==> src/lsu_pkg.sv <==
//******************************
// Pipeline types for the LSU control path
// Shared by every RTL block and the testbench
//******************************

package lsu_pkg;

   // Widths with a meaning of their own
   typedef logic [31:0]        addr_t;
   typedef logic [31:0]        data_t;
   typedef logic signed [11:0] offset_t;
   typedef logic [63:0]        dma_data_t;
   typedef logic [2:0]         size_t;

   // Size codes as seen on the core and DMA request ports
   localparam size_t SZ_BYTE  = 3'd0;
   localparam size_t SZ_HALF  = 3'd1;
   localparam size_t SZ_WORD  = 3'd2;
   localparam size_t SZ_DWORD = 3'd3;

   // Stage registers between DC1 and DC5
   localparam int NUM_STAGES = 4;

   // Control packet that travels with each access
   typedef struct packed {
      logic valid;
      logic dma;
      logic unsign;
      logic store;
      logic load;
      logic by;
      logic half;
      logic word;
      logic dword;
   } lsu_pkt_t;

   // Per-stage valid control
   // kill spares DMA, freeze_kill clears any packet
   typedef struct packed {
      logic kill;
      logic hold;
      logic freeze_kill;
   } stage_ctl_t;

endpackage

==> src/lsu_map_pkg.sv <==
//******************************
// Memory map and fault reporting
// Default DCCM and PIC windows, error packet layout
//******************************

package lsu_map_pkg;

   // Default region windows, aligned power-of-two sizes
   localparam lsu_pkg::addr_t DCCM_BASE_DEF = 32'hF004_0000;
   localparam lsu_pkg::addr_t DCCM_SIZE_DEF = 32'h0001_0000;
   localparam lsu_pkg::addr_t PIC_BASE_DEF  = 32'hF00C_0000;
   localparam lsu_pkg::addr_t PIC_SIZE_DEF  = 32'h0000_8000;

   // Encoding of exc_type
   localparam logic EXC_ACCESS     = 1'b1;
   localparam logic EXC_MISALIGNED = 1'b0;

   // Exception report from DC3
   // inst_type is 1 for a store
   typedef struct packed {
      logic           exc_valid;
      logic           exc_type;
      logic           inst_type;
      logic           dma_valid;
      lsu_pkg::addr_t addr;
   } lsu_error_pkt_t;

endpackage

==> src/lsu_stage_if.sv <==
//******************************
// Contents of one LSU pipeline stage
// src drives a stage, dst reads it
//******************************
`timescale 1ns/1ps

interface lsu_stage_if;

   lsu_pkg::lsu_pkt_t pkt;
   lsu_pkg::addr_t    addr;
   lsu_pkg::addr_t    end_addr;
   lsu_pkg::data_t    store_data;

   // Region of the start address
   logic              in_dccm;
   logic              in_pic;
   logic              external;

   logic              access_fault;
   logic              misaligned_fault;

   modport src (
      output pkt, addr, end_addr, store_data,
      output in_dccm, in_pic, external,
      output access_fault, misaligned_fault
   );

   modport dst (
      input pkt, addr, end_addr, store_data,
      input in_dccm, in_pic, external,
      input access_fault, misaligned_fault
   );

endinterface

==> src/lsu_agen.sv <==
//******************************
// DC1 entry of the LSU pipe
// Request premux, address generation, map check, stage controls
//******************************
`timescale 1ns/1ps

module lsu_agen #(
   parameter lsu_pkg::addr_t DCCM_BASE = lsu_map_pkg::DCCM_BASE_DEF,
   parameter lsu_pkg::addr_t DCCM_SIZE = lsu_map_pkg::DCCM_SIZE_DEF,
   parameter lsu_pkg::addr_t PIC_BASE  = lsu_map_pkg::PIC_BASE_DEF,
   parameter lsu_pkg::addr_t PIC_SIZE  = lsu_map_pkg::PIC_SIZE_DEF
) (
   input  logic                clk,
   input  logic                arst_n,
   input  logic                lsu_valid_d,
   input  logic                lsu_store_d,
   input  logic                lsu_unsign_d,
   input  lsu_pkg::size_t      lsu_size_d,
   input  lsu_pkg::addr_t      rs1_d,
   input  lsu_pkg::offset_t    offset_d,
   input  lsu_pkg::data_t      store_data_d,
   input  logic                dma_dccm_req,
   input  lsu_pkg::addr_t      dma_mem_addr,
   input  lsu_pkg::size_t      dma_mem_sz,
   input  logic                dma_mem_write,
   input  lsu_pkg::dma_data_t  dma_mem_wdata,
   input  logic                flush_dc2_up,
   input  logic                flush_dc3,
   input  logic                flush_dc4,
   input  logic                lsu_freeze_dc3,
   lsu_stage_if.src            dc1,
   output lsu_pkg::stage_ctl_t stage_ctl [0:lsu_pkg::NUM_STAGES-1]
);

   lsu_pkg::lsu_pkt_t  pkt_d, pkt_dc1;
   lsu_pkg::addr_t     rs1_mux, rs1_dc1;
   lsu_pkg::offset_t   offset_mux, offset_dc1;
   lsu_pkg::dma_data_t dma_wdata_shifted;
   lsu_pkg::data_t     store_data_mux, store_data_dc1;
   logic               valid_dc1;
   lsu_pkg::addr_t     addr_dc1, end_addr_dc1;
   logic [2:0]         end_off;
   logic               unaligned;
   logic               start_dccm, start_pic, end_dccm, end_pic;

   function automatic lsu_pkg::lsu_pkt_t make_pkt(input logic valid, input logic dma,
                                                  input logic unsign, input logic store,
                                                  input lsu_pkg::size_t sz);
      lsu_pkg::lsu_pkt_t p;
      p.valid  = valid;
      p.dma    = dma;
      p.unsign = unsign;
      p.store  = store;
      p.load   = ~store;
      p.by     = (sz == lsu_pkg::SZ_BYTE);
      p.half   = (sz == lsu_pkg::SZ_HALF);
      p.word   = (sz == lsu_pkg::SZ_WORD);
      p.dword  = (sz == lsu_pkg::SZ_DWORD);
      return p;
   endfunction

   // Window test, base must be aligned to size
   function automatic logic in_window(input lsu_pkg::addr_t a, input lsu_pkg::addr_t base,
                                      input lsu_pkg::addr_t size);
      return (a & ~(size - 1'b1)) == base;
   endfunction

   //******************************
   // Request premux, DMA wins
   //******************************
   assign dma_wdata_shifted = dma_mem_wdata >> {dma_mem_addr[2:0], 3'b000};

   assign pkt_d = dma_dccm_req ?
                  make_pkt(1'b1, 1'b1, 1'b0, dma_mem_write, dma_mem_sz) :
                  make_pkt(lsu_valid_d & ~flush_dc2_up, 1'b0, lsu_unsign_d, lsu_store_d,
                           lsu_size_d);
   assign rs1_mux        = dma_dccm_req ? dma_mem_addr : rs1_d;
   assign offset_mux     = dma_dccm_req ? '0 : offset_d;
   assign store_data_mux = dma_dccm_req ? dma_wdata_shifted[31:0] : store_data_d;

   // DC1 registers, held while frozen
   always_ff @(posedge clk or negedge arst_n) begin
      if (!arst_n) begin
         valid_dc1 <= 1'b0;
      end else if (!lsu_freeze_dc3) begin
         valid_dc1 <= pkt_d.valid;
      end
   end

   always_ff @(posedge clk) begin
      if (!lsu_freeze_dc3) begin
         pkt_dc1        <= pkt_d;
         rs1_dc1        <= rs1_mux;
         offset_dc1     <= offset_mux;
         store_data_dc1 <= store_data_mux;
      end
   end

   //******************************
   // Address and map check
   //******************************
   assign addr_dc1     = rs1_dc1 + {{20{offset_dc1[11]}}, offset_dc1};
   assign end_off      = pkt_dc1.dword ? 3'd7 : pkt_dc1.word ? 3'd3 : pkt_dc1.half ? 3'd1 : 3'd0;
   assign end_addr_dc1 = addr_dc1 + {29'b0, end_off};

   assign start_dccm = in_window(addr_dc1, DCCM_BASE, DCCM_SIZE);
   assign start_pic  = in_window(addr_dc1, PIC_BASE, PIC_SIZE);
   assign end_dccm   = in_window(end_addr_dc1, DCCM_BASE, DCCM_SIZE);
   assign end_pic    = in_window(end_addr_dc1, PIC_BASE, PIC_SIZE);

   assign unaligned = (pkt_dc1.half & addr_dc1[0]) | (pkt_dc1.word & |addr_dc1[1:0]) |
                      (pkt_dc1.dword & |addr_dc1[2:0]);

   always_comb begin
      dc1.pkt              = pkt_dc1;
      dc1.pkt.valid        = valid_dc1;
      dc1.addr             = addr_dc1;
      dc1.end_addr         = end_addr_dc1;
      dc1.store_data       = store_data_dc1;
      dc1.in_dccm          = start_dccm;
      dc1.in_pic           = start_pic;
      dc1.external         = ~start_dccm & ~start_pic;
      // DCCM takes unaligned accesses, other space does not
      dc1.misaligned_fault = valid_dc1 & ((unaligned & ~start_dccm) |
                                          (start_dccm != end_dccm) | (start_pic != end_pic));
      // PIC registers are word access only
      dc1.access_fault     = valid_dc1 & start_pic & ~pkt_dc1.word;
   end

   // Stage controls, index 0 feeds DC2
   assign stage_ctl[0] = '{kill: flush_dc2_up, hold: lsu_freeze_dc3, freeze_kill: 1'b0};
   assign stage_ctl[1] = '{kill: flush_dc2_up, hold: lsu_freeze_dc3, freeze_kill: 1'b0};
   assign stage_ctl[2] = '{kill: flush_dc3, hold: 1'b0, freeze_kill: lsu_freeze_dc3};
   assign stage_ctl[3] = '{kill: flush_dc4, hold: 1'b0, freeze_kill: 1'b0};

endmodule

==> src/lsu_pipe_stage.sv <==
//******************************
// One LSU pipe register stage
// Flush kills core packets, hold freezes the stage
//******************************
`timescale 1ns/1ps

module lsu_pipe_stage (
   input  logic                clk,
   input  logic                arst_n,
   input  lsu_pkg::stage_ctl_t ctl,
   lsu_stage_if.dst            prev,
   lsu_stage_if.src            next
);

   logic              valid_d;
   logic              valid_q;
   lsu_pkg::lsu_pkt_t pkt_q;
   lsu_pkg::addr_t    addr_q;
   lsu_pkg::addr_t    end_addr_q;
   lsu_pkg::data_t    store_data_q;
   logic              in_dccm_q, in_pic_q, external_q;
   logic              access_fault_q, misaligned_fault_q;

   // DMA survives a flush but not a freeze bubble
   assign valid_d = prev.pkt.valid & ~(ctl.kill & ~prev.pkt.dma) & ~ctl.freeze_kill;

   always_ff @(posedge clk or negedge arst_n) begin
      if (!arst_n) begin
         valid_q <= 1'b0;
      end else if (!ctl.hold) begin
         valid_q <= valid_d;
      end
   end

   always_ff @(posedge clk) begin
      if (!ctl.hold) begin
         pkt_q              <= prev.pkt;
         addr_q             <= prev.addr;
         end_addr_q         <= prev.end_addr;
         store_data_q       <= prev.store_data;
         in_dccm_q          <= prev.in_dccm;
         in_pic_q           <= prev.in_pic;
         external_q         <= prev.external;
         access_fault_q     <= prev.access_fault;
         misaligned_fault_q <= prev.misaligned_fault;
      end
   end

   always_comb begin
      next.pkt              = pkt_q;
      next.pkt.valid        = valid_q;
      next.addr             = addr_q;
      next.end_addr         = end_addr_q;
      next.store_data       = store_data_q;
      next.in_dccm          = in_dccm_q;
      next.in_pic           = in_pic_q;
      next.external         = external_q;
      next.access_fault     = access_fault_q;
      next.misaligned_fault = misaligned_fault_q;
   end

endmodule

==> src/lsu_retire.sv <==
//******************************
// Retire side of the LSU pipe
// DC3 load result and error report, DC2 exception, DC5 commit
//******************************
`timescale 1ns/1ps

module lsu_retire (
   lsu_stage_if.dst                    dc2,
   lsu_stage_if.dst                    dc3,
   lsu_stage_if.dst                    dc5,
   input  lsu_pkg::data_t              lsu_ld_data_dc3,
   input  lsu_pkg::data_t              bus_read_data_dc3,
   input  logic                        flush_dc3,
   input  logic                        flush_dc5,
   input  logic                        lsu_freeze_dc3,
   output lsu_pkg::data_t              lsu_result_dc3,
   output lsu_map_pkg::lsu_error_pkt_t lsu_error_pkt_dc3,
   output logic                        lsu_exc_dc2,
   output logic                        lsu_freeze_external_ints_dc3,
   output logic                        lsu_commit_dc5
);

   lsu_pkg::data_t data_sel;
   logic           fault_dc3;

   //******************************
   // Load formatting
   //******************************
   assign data_sel = dc3.external ? bus_read_data_dc3 : lsu_ld_data_dc3;

   always_comb begin
      if (dc3.pkt.by) begin
         lsu_result_dc3 = dc3.pkt.unsign ? {24'b0, data_sel[7:0]} :
                                           {{24{data_sel[7]}}, data_sel[7:0]};
      end else if (dc3.pkt.half) begin
         lsu_result_dc3 = dc3.pkt.unsign ? {16'b0, data_sel[15:0]} :
                                           {{16{data_sel[15]}}, data_sel[15:0]};
      end else begin
         lsu_result_dc3 = data_sel;
      end
   end

   //******************************
   // Exceptions
   //******************************
   assign fault_dc3 = dc3.access_fault | dc3.misaligned_fault;

   always_comb begin
      lsu_error_pkt_dc3.exc_valid = fault_dc3 & dc3.pkt.valid & ~dc3.pkt.dma & ~flush_dc3;
      // Misaligned reported ahead of access
      lsu_error_pkt_dc3.exc_type  = dc3.misaligned_fault ? lsu_map_pkg::EXC_MISALIGNED :
                                                           lsu_map_pkg::EXC_ACCESS;
      lsu_error_pkt_dc3.inst_type = dc3.pkt.store;
      lsu_error_pkt_dc3.dma_valid = dc3.pkt.dma;
      lsu_error_pkt_dc3.addr      = dc3.addr;
   end

   assign lsu_exc_dc2 = dc2.access_fault | dc2.misaligned_fault;

   // Only external space has side effects
   assign lsu_freeze_external_ints_dc3 = lsu_freeze_dc3 & dc3.external;

   // A flush at DC5 still lets DMA write back
   assign lsu_commit_dc5 = dc5.pkt.valid & ~(flush_dc5 & ~dc5.pkt.dma);

endmodule

==> src/lsu_lsc_ctl.sv <==
//******************************
// LSU control datapath, DC1 to DC5 with commit at DC5
// Feeder, four stage registers and retire logic
//******************************
`timescale 1ns/1ps

module lsu_lsc_ctl #(
   parameter lsu_pkg::addr_t DCCM_BASE = lsu_map_pkg::DCCM_BASE_DEF,
   parameter lsu_pkg::addr_t DCCM_SIZE = lsu_map_pkg::DCCM_SIZE_DEF,
   parameter lsu_pkg::addr_t PIC_BASE  = lsu_map_pkg::PIC_BASE_DEF,
   parameter lsu_pkg::addr_t PIC_SIZE  = lsu_map_pkg::PIC_SIZE_DEF
) (
   input  logic               clk,
   input  logic               arst_n,
   // Core request
   input  logic               lsu_valid_d,
   input  logic               lsu_store_d,
   input  logic               lsu_unsign_d,
   input  lsu_pkg::size_t     lsu_size_d,
   input  lsu_pkg::addr_t     rs1_d,
   input  lsu_pkg::offset_t   offset_d,
   input  lsu_pkg::data_t     store_data_d,
   // DMA request
   input  logic               dma_dccm_req,
   input  lsu_pkg::addr_t     dma_mem_addr,
   input  lsu_pkg::size_t     dma_mem_sz,
   input  logic               dma_mem_write,
   input  lsu_pkg::dma_data_t dma_mem_wdata,
   // Pipe control
   input  logic               flush_dc2_up,
   input  logic               flush_dc3,
   input  logic               flush_dc4,
   input  logic               flush_dc5,
   input  logic               lsu_freeze_dc3,
   // Load data in DC3
   input  lsu_pkg::data_t     lsu_ld_data_dc3,
   input  lsu_pkg::data_t     bus_read_data_dc3,
   output lsu_pkg::addr_t     lsu_addr_dc1,
   output lsu_pkg::addr_t     lsu_addr_dc5,
   output lsu_pkg::addr_t     end_addr_dc5,
   output lsu_pkg::data_t     store_data_dc5,
   output logic               addr_in_dccm_dc3,
   output logic               addr_in_pic_dc3,
   output logic               addr_external_dc5,
   output lsu_pkg::data_t     lsu_result_dc3,
   output logic               exc_valid_dc3,
   output logic               exc_type_dc3,
   output logic               exc_dma_dc3,
   output lsu_pkg::addr_t     exc_addr_dc3,
   output logic               lsu_exc_dc2,
   output logic               lsu_freeze_external_ints_dc3,
   output logic               lsu_commit_dc5
);

   localparam int LAST = lsu_pkg::NUM_STAGES;

   // st[0] is DC1, st[LAST] is DC5
   lsu_stage_if st [0:LAST] ();

   lsu_pkg::stage_ctl_t         stage_ctl [0:LAST-1];
   lsu_map_pkg::lsu_error_pkt_t error_pkt_dc3;

   lsu_agen #(
      .DCCM_BASE (DCCM_BASE),
      .DCCM_SIZE (DCCM_SIZE),
      .PIC_BASE  (PIC_BASE),
      .PIC_SIZE  (PIC_SIZE)
   ) u_agen (
      .clk, .arst_n,
      .lsu_valid_d, .lsu_store_d, .lsu_unsign_d, .lsu_size_d,
      .rs1_d, .offset_d, .store_data_d,
      .dma_dccm_req, .dma_mem_addr, .dma_mem_sz, .dma_mem_write, .dma_mem_wdata,
      .flush_dc2_up, .flush_dc3, .flush_dc4, .lsu_freeze_dc3,
      .dc1       (st[0]),
      .stage_ctl (stage_ctl)
   );

   for (genvar g = 0; g < LAST; g++) begin : g_stage
      lsu_pipe_stage u_stage (
         .clk  (clk),
         .arst_n (arst_n),
         .ctl  (stage_ctl[g]),
         .prev (st[g]),
         .next (st[g+1])
      );
   end

   lsu_retire u_retire (
      .dc2 (st[1]),
      .dc3 (st[2]),
      .dc5 (st[LAST]),
      .lsu_ld_data_dc3, .bus_read_data_dc3,
      .flush_dc3, .flush_dc5, .lsu_freeze_dc3,
      .lsu_result_dc3,
      .lsu_error_pkt_dc3 (error_pkt_dc3),
      .lsu_exc_dc2, .lsu_freeze_external_ints_dc3, .lsu_commit_dc5
   );

   assign lsu_addr_dc1      = st[0].addr;
   assign lsu_addr_dc5      = st[LAST].addr;
   assign end_addr_dc5      = st[LAST].end_addr;
   assign store_data_dc5    = st[LAST].store_data;
   assign addr_external_dc5 = st[LAST].external;
   assign addr_in_dccm_dc3  = st[2].in_dccm;
   assign addr_in_pic_dc3   = st[2].in_pic;

   assign exc_valid_dc3 = error_pkt_dc3.exc_valid;
   assign exc_type_dc3  = error_pkt_dc3.exc_type;
   assign exc_dma_dc3   = error_pkt_dc3.dma_valid;
   assign exc_addr_dc3  = error_pkt_dc3.addr;

endmodule

==> config.mk <==
export PLATFORM = sky130hd
export DESIGN_NAME = lsu_lsc_ctl
export DESIGN_NICKNAME = d
export VERILOG_FILES = /design/src/lsu_pkg.sv /design/src/lsu_map_pkg.sv /design/src/lsu_stage_if.sv /design/src/lsu_agen.sv /design/src/lsu_pipe_stage.sv /design/src/lsu_retire.sv /design/src/lsu_lsc_ctl.sv
export SDC_FILE = /design/constraint.sdc
export NUM_CORES = 1
export LEC_CHECK = 0
export ABC_AREA = 1
export BUFFER_PORTS_ARGS = -buffer_cell sky130_fd_sc_hd__buf_4
export CAP_MARGIN = 20
export CORE_MARGIN = 3
export CORE_UTILIZATION = 48
export DETAILED_ROUTE_END_ITERATION = 12
export GPL_TIMING_DRIVEN = 1
export PLACE_DENSITY = 0.75
export SYNTH_ARGS = -nofsm -noshare
export SYNTH_HDL_FRONTEND = slang
export SYNTH_SLANG_ARGS = --single-unit
==> constraint.sdc <==
create_clock -name clk -period 3.6 [get_ports clk]
set_clock_uncertainty 0.05 [all_clocks]
set_input_delay 0.9 -clock clk [delete_from_list [all_inputs] [get_ports clk]]
set_output_delay 0.9 -clock clk [all_outputs]
set_load 0.02 [all_outputs]
Word-level counts from Yosys, hierarchy flattened. Index checks and enable logic that the tools add are counted. W data, S select, Z words.

Equal/unequal tests: 12. Multiplexer cells: 12. Reduce and logical (&&, ||, !) cells: 4. Add/sub/neg operators: 2. Bitwise logic cells: 48. Shifts and indexed selects: 1.

Operator list (number): $mux W32 (7); $shr A64 B6 Y32 (1); $eq A17 B17 Y1 const B (2); $add A32 B3 Y32 (1); $add A32 B32 Y32 (1); $eq A16 B16 Y1 const B (2); $and A1 B1 Y1 (24); $not A1 Y1 (18); $eq A3 B2 Y1 const B (4); $mux W9 (1); $eq A3 B1 Y1 const B (2); $logic_not A3 Y1 (2); $mux W3 (2); $or A1 B1 Y1 (6); $reduce_or A3 Y1 (1); $mux W1 (2); $ne A1 B1 Y1 (2); $reduce_or A2 Y1 (1).

Register bits: 493. Output and inout port bits: 201. Logic and storage cells: 127.

Logic depth before layout (Yosys ltp).
Depth after elaboration: 9. Mapped depth: 27. Mapped depth without buffers: 27.

Hierarchy. From an unflattened synthesis, not the netlist that was laid out.

Cells, all modules: 2181. Area total of the unflattened synthesis: 23671.5 um^2.

Modules (own cells, without submodules): lsu_pipe_stage (cells each 118, times used 4, seq. area each 3298.2 um^2, area each 3333.2 um^2); lsu_agen (cells each 1469, times used 1, seq. area each 2547.4 um^2, area each 9155.0 um^2); lsu_retire (cells each 240, times used 1, seq. area each 0.0 um^2, area each 1183.6 um^2).

Worst setup path after synthesis. Ideal clock, no wire load.

Path type: in2reg. From: input lsu_freeze_dc3. To: register g_stage[1].u_stage.valid_q. Setup slack: -3.682 ns. Stages: 3. Required time: 3.366 ns. Arrival: 7.048 ns. Cell sequence: inv_1 -> o211ai_1 -> o21ai_0.

RTL lines: start, declared (line lsu_lsc_ctl.sv:34) `input logic lsu_freeze_dc3,`; end signal, assigned (line lsu_pipe_stage.sv:31) `valid_q <= valid_d;`; end, declared (line lsu_pipe_stage.sv:16) `logic valid_q;`.

Final worst setup path.
From: register u_agen.offset_dc1[0]. To: register g_stage[0].u_stage.misaligned_fault_q, data pin.

Word-level cells in the longest chain between the ends: 9.

Ends and longest elaborated chain: start, declared (line lsu_agen.sv:37) `lsu_pkg::offset_t offset_mux, offset_dc1;`; start signal, assigned (line lsu_agen.sv:94) `offset_dc1 <= offset_mux;`; $add A32 B32 Y32 (*) (line lsu_agen.sv:102) `assign addr_dc1 = rs1_dc1 + {{20{offset_dc1[11]}}, offset_dc1};`; branches (longest 6 deep; another with $add A32 B3 Y32); $or A1 B1 Y1 (*) (line lsu_agen.sv:125) `(start_dccm != end_dccm) | (start_pic != end_pic));`; $and A1 B1 Y1 (*) (line lsu_agen.sv:124) `dc1.misaligned_fault = valid_dc1 & ((unaligned & ~start_dccm) |`; net g_stage[0].u_stage.prev.misaligned_fault (line lsu_stage_if.sv:31) `input access_fault, misaligned_fault`; end signal, assigned (line lsu_pipe_stage.sv:45) `misaligned_fault_q <= prev.misaligned_fault;`; end, declared (line lsu_pipe_stage.sv:22) `logic access_fault_q, misaligned_fault_q;`.

Mark *: on every way through the listed nets, which the timed path passes. A chain may end at the register's enable or synchronous reset.

==> impl_metrics.csv <==
group,metric,value,unit
die,die_area,43800,µm²
sta,slew_violations,0,
yosys,ys_warn_count,0,
yosys,ys_async_sr_fraction,1.01,%
sta,fin_setup_tns,-2200,ps
yosys,synth_ff_type,"edfxtp_1",
sta,setup_viol,15,
route,wire_per_inst,17.6,µm
route,via_per_inst,5.04,
route,dr_total_vias,15700,
placed_design,dp_hpwl,40.9,mm
setup_path,ff2ff_setup_slack,-300,ps
setup_path,critPathCaptureType,"flop",
run,max_cap_violations,0,
yosys,ys_seq_elements,493,
die,initial_core_util,49.3,%
finish,layout-drive-gt1-share,35.4,%
sta,worst_pin_slew,896,ps
clocking,clockBufferDepth,3,
die,die_x,209,µm
clocking,numCtsBuffers,47,
setup_path,critPathKind,"flop to flop",
finish,antenna_cells,0,
setup_path,reg2reg_depth,22,
yosys,syn_area_per_cell,10.1,µm²
sta,slew-limit-headroom,40.3,%
clocking,clkLatencyLatePin,600,ps
global_route,track_usage,23.9,%
finish,synthToLayoutAreaGrowth,38.0,%
yosys,synth_cells,1961,
finish,num-nets-final,2849,
global_route,grt_max_degree,155,
setup_path,timing.rr.start,"u_agen.offset_dc1[0]$_SDFFCE_PP0N_",
global_route,grt_pass1_wl,82.8,mm
finish,seq_area,12800,µm²
sta,min_period,3900,ps
clocking,cts.sinks,493,
yosys,syn_area,19800,µm²
pwr,p_per_area,565,nW/µm²
pwr,ir_worst_vdd,0.325,mV
setup_path,start_kind,"flop",
clocking,cts.htree.levels,2,
finish,multiInputGateArea,7020,µm²
route,drt_iter0_markers,1107,
clocking,cts.reportedPaths.clkPinSlew,60,ps
route,drcViolationCount,0,
route,first_pass_iters,5,
route,ant_nets,0,
die,die_h,209,µm
outcome,status,"finished, violations left",
setup_path,crit_arrival,4190,ps
global_route,antenna_found_initial,2,
sta,hold_violations,0,
die,std_cell_rows,73,
finish,num-fill-cells,2995,
pwr,p_leak,12.4,nW
sta,rsz0062_at_grt,"yes",
global_route,grt.overflow.total,0,
clocking,hold_buffers,0,
yosys,netlist.area_leader.share,44.2,%
setup_path,critPathRequiredTime,3890,ps
yosys,syn_nets,2251,
global_route,grt_pass1_vias,15200,
min_path,hp-class,"primary input to async pin",
sta,fmax,0.256,GHz
sta,period_share,108,%
pwr,total_power,15.5,mW
yosys,yosys-top-cells-count,"nand2_1, edfxtp_1, dfxtp_1",
route,wirelength,55.0,mm
placed_design,globalplace.congestion,0.934,
outcome,violations,"setup timing",
die,io_pins,455,
clocking,cts_tree,"done",
yosys,synth_cell_types,48,
placed_design,port_buffers,452,
setup_path,r2r-end,"g_stage[0].u_stage.next.misaligned_fault$_DFFE_PN_",
yosys,synth_top_area_cell,"edfxtp_1",
yosys,yosysMostFrequentCell,"nand2_1",
sta,setup_ws,-303,ps
yosys,synth-edff-count,292,
yosys,ys_top_cells_by_area,"edfxtp_1, dfxtp_1, nand2_1",
clocking,cts_root_buffer,"clkbuf_16",
setup_path,cp_max_fo,5,
yosys,yosysSeqAreaShare,64.6,%
die,core,40300,µm²
==> cell families after synthesis <==
| logic type | Yosys count | share of synthesized area [%] |
|---|---|---|
| AOI/OAI and AO/OA | 160 | 5.11 |
| xor gates and xnor gates | 16 | 0.744 |
| adders and majority gates | 36 | 2.34 |
| buffers and inverters | 254 | 4.83 |
| DFF | 493 | 64.6 |
| muxes | 30 | 1.51 |
| and+or+nand+nor | 972 | 20.9 |
==> area by class of cell <==
cell class              count  share of cell area, %
multi-input cells        1214                   25.6
clock inverters            18                  0.612
clock buffers              69                   4.81
inverters                 203                   2.80
well taps                 525                   2.40
repair buffers            600                   17.0
flip-flops and latches    493                   46.8
==> power breakdown <==
part	total (mW)	internal [mW]	switching [mW]
registers	6.92	6.72	0.201
logic	3.87	1.63	2.24
clock network	4.69	2.64	2.05
total	15.5	11.0	4.49
==> worst max path at each step <==
stage | startpoint | end | slack, ps | cells past startpoint
finish | u_agen.offset_dc1[0]$_SDFFCE_PP0N_ | g_stage[0].u_stage.next.misaligned_fault$_DFFE_PN_ | -300 | 22
global route | u_agen.offset_dc1[11]$_SDFFCE_PP0N_ | lsu_addr_dc1[30] | -490 | 14
CTS | u_agen.offset_dc1[11]$_SDFFCE_PP0N_ | lsu_addr_dc1[30] | -300 | 14
detailed placement | u_agen.offset_dc1[0]$_SDFFCE_PP0N_ | g_stage[0].u_stage.next.misaligned_fault$_DFFE_PN_ | -360 | 22
global placement | u_agen.offset_dc1[0]$_SDFFCE_PP0N_ | g_stage[0].u_stage.next.misaligned_fault$_DFFE_PN_ | -230 | 22
floorplan | lsu_freeze_dc3 | g_stage[0].u_stage.next.access_fault$_DFFE_PN_ | -2050 | 1
==> through the flow <==
stage / area (µm²) / instances / hold WS (ps) / utilization (%) / worst slack (ps)
floorplan: 19900 / 1961 / 260 / - / -2050
global placement: 24500 / 2987 / 260 / 60.8 / -233
finish: 27400 / 3122 / 79.6 / 68.0 / -303
global route: 27400 / 3122 / 49.9 / 68.0 / -495
detailed placement: 24500 / 2987 / 262 / 60.8 / -360
CTS: 26600 / 3100 / 46.4 / 66.0 / -305
==> repair_timing <==
| action | CTS | global route |
|---|---|---|
| gates cloned | 0 | 0 |
| endpoints found under the setup margin | 24 | 28 |
| endpoints found under the hold margin | 0 | 0 |
| buffers inserted | 26 | 35 |
| pin swaps | 15 | 31 |
| gates resized for setup | 89 | 161 |
==> flip-flops by register name (all words and copies together) (netlist names) <==
register / cells
g_stage.u_stage.next.addr: 128
g_stage.u_stage.next.end_addr: 128
g_stage.u_stage.next.store_data: 128
u_agen.dc1.store_data: 32
u_agen.rs1_dc1: 32
u_agen.offset_dc1: 12
g_stage.u_stage.next.pkt: 10
u_agen.dc1.pkt: 6
g_stage.u_stage.next.external: 4
g_stage.u_stage.valid_q: 4
g_stage.u_stage.next.access_fault: 2
g_stage.u_stage.next.in_dccm: 2
g_stage.u_stage.next.in_pic: 2
g_stage.u_stage.next.misaligned_fault: 2
u_agen.valid_dc1: 1
==> placed cells by master (no fill, tap or decap), drive strengths merged <==
master	n
xor2	13
a21boi	3
a21oi	34
a221oi	4
a22oi	1
a211oi	4
o211ai	19
ha	34
or2	4
nand3b	3
o31ai	16
dfxtp	196
buf	600
and2	3
a41oi	2
o21bai	7
clkinvlp	2
nor3	12
clkbuf	69
a31oi	2
xnor2	3
nor2	202
dfrtp	5
o21a	1
a311oi	8
edfxtp	292
o41ai	1
o311ai	2
nand3	131
mux2i	30
nand4	13
fa	2
inv	201
o21ai	56
clkinv	17
nand2	604
bufinv	1
==> worst max-delay path, stage by stage (launching register included) <==
cell and delay, ps:
edfxtp_1 420, ha_4 190, fa_2 470, buf_6 150
ha_4 250, a21oi_1 80, o21ai_2 170, nand3_2 140
inv_2 70, nand2_1 60, nor2_2 150, nand2_1 80
nor2_2 160, nand2_2 100, nor2_4 170, xor2_2 230
nand3_2 130, nor2_4 150, nand2_1 70, nand2_1 60
nand2_1 70, nor2_2 170, nor2_1 50
==> metal layers <==
layer  track usage, %  up-vias  routed length [µm]
met4             6.74        4                1350
li1                 -     7672                   -
met1             31.8     7402               23100
met2             39.4      582               26100
met3             6.04       84                4450
met5                0        -                  34
Power figures use the tool's default switching activity.
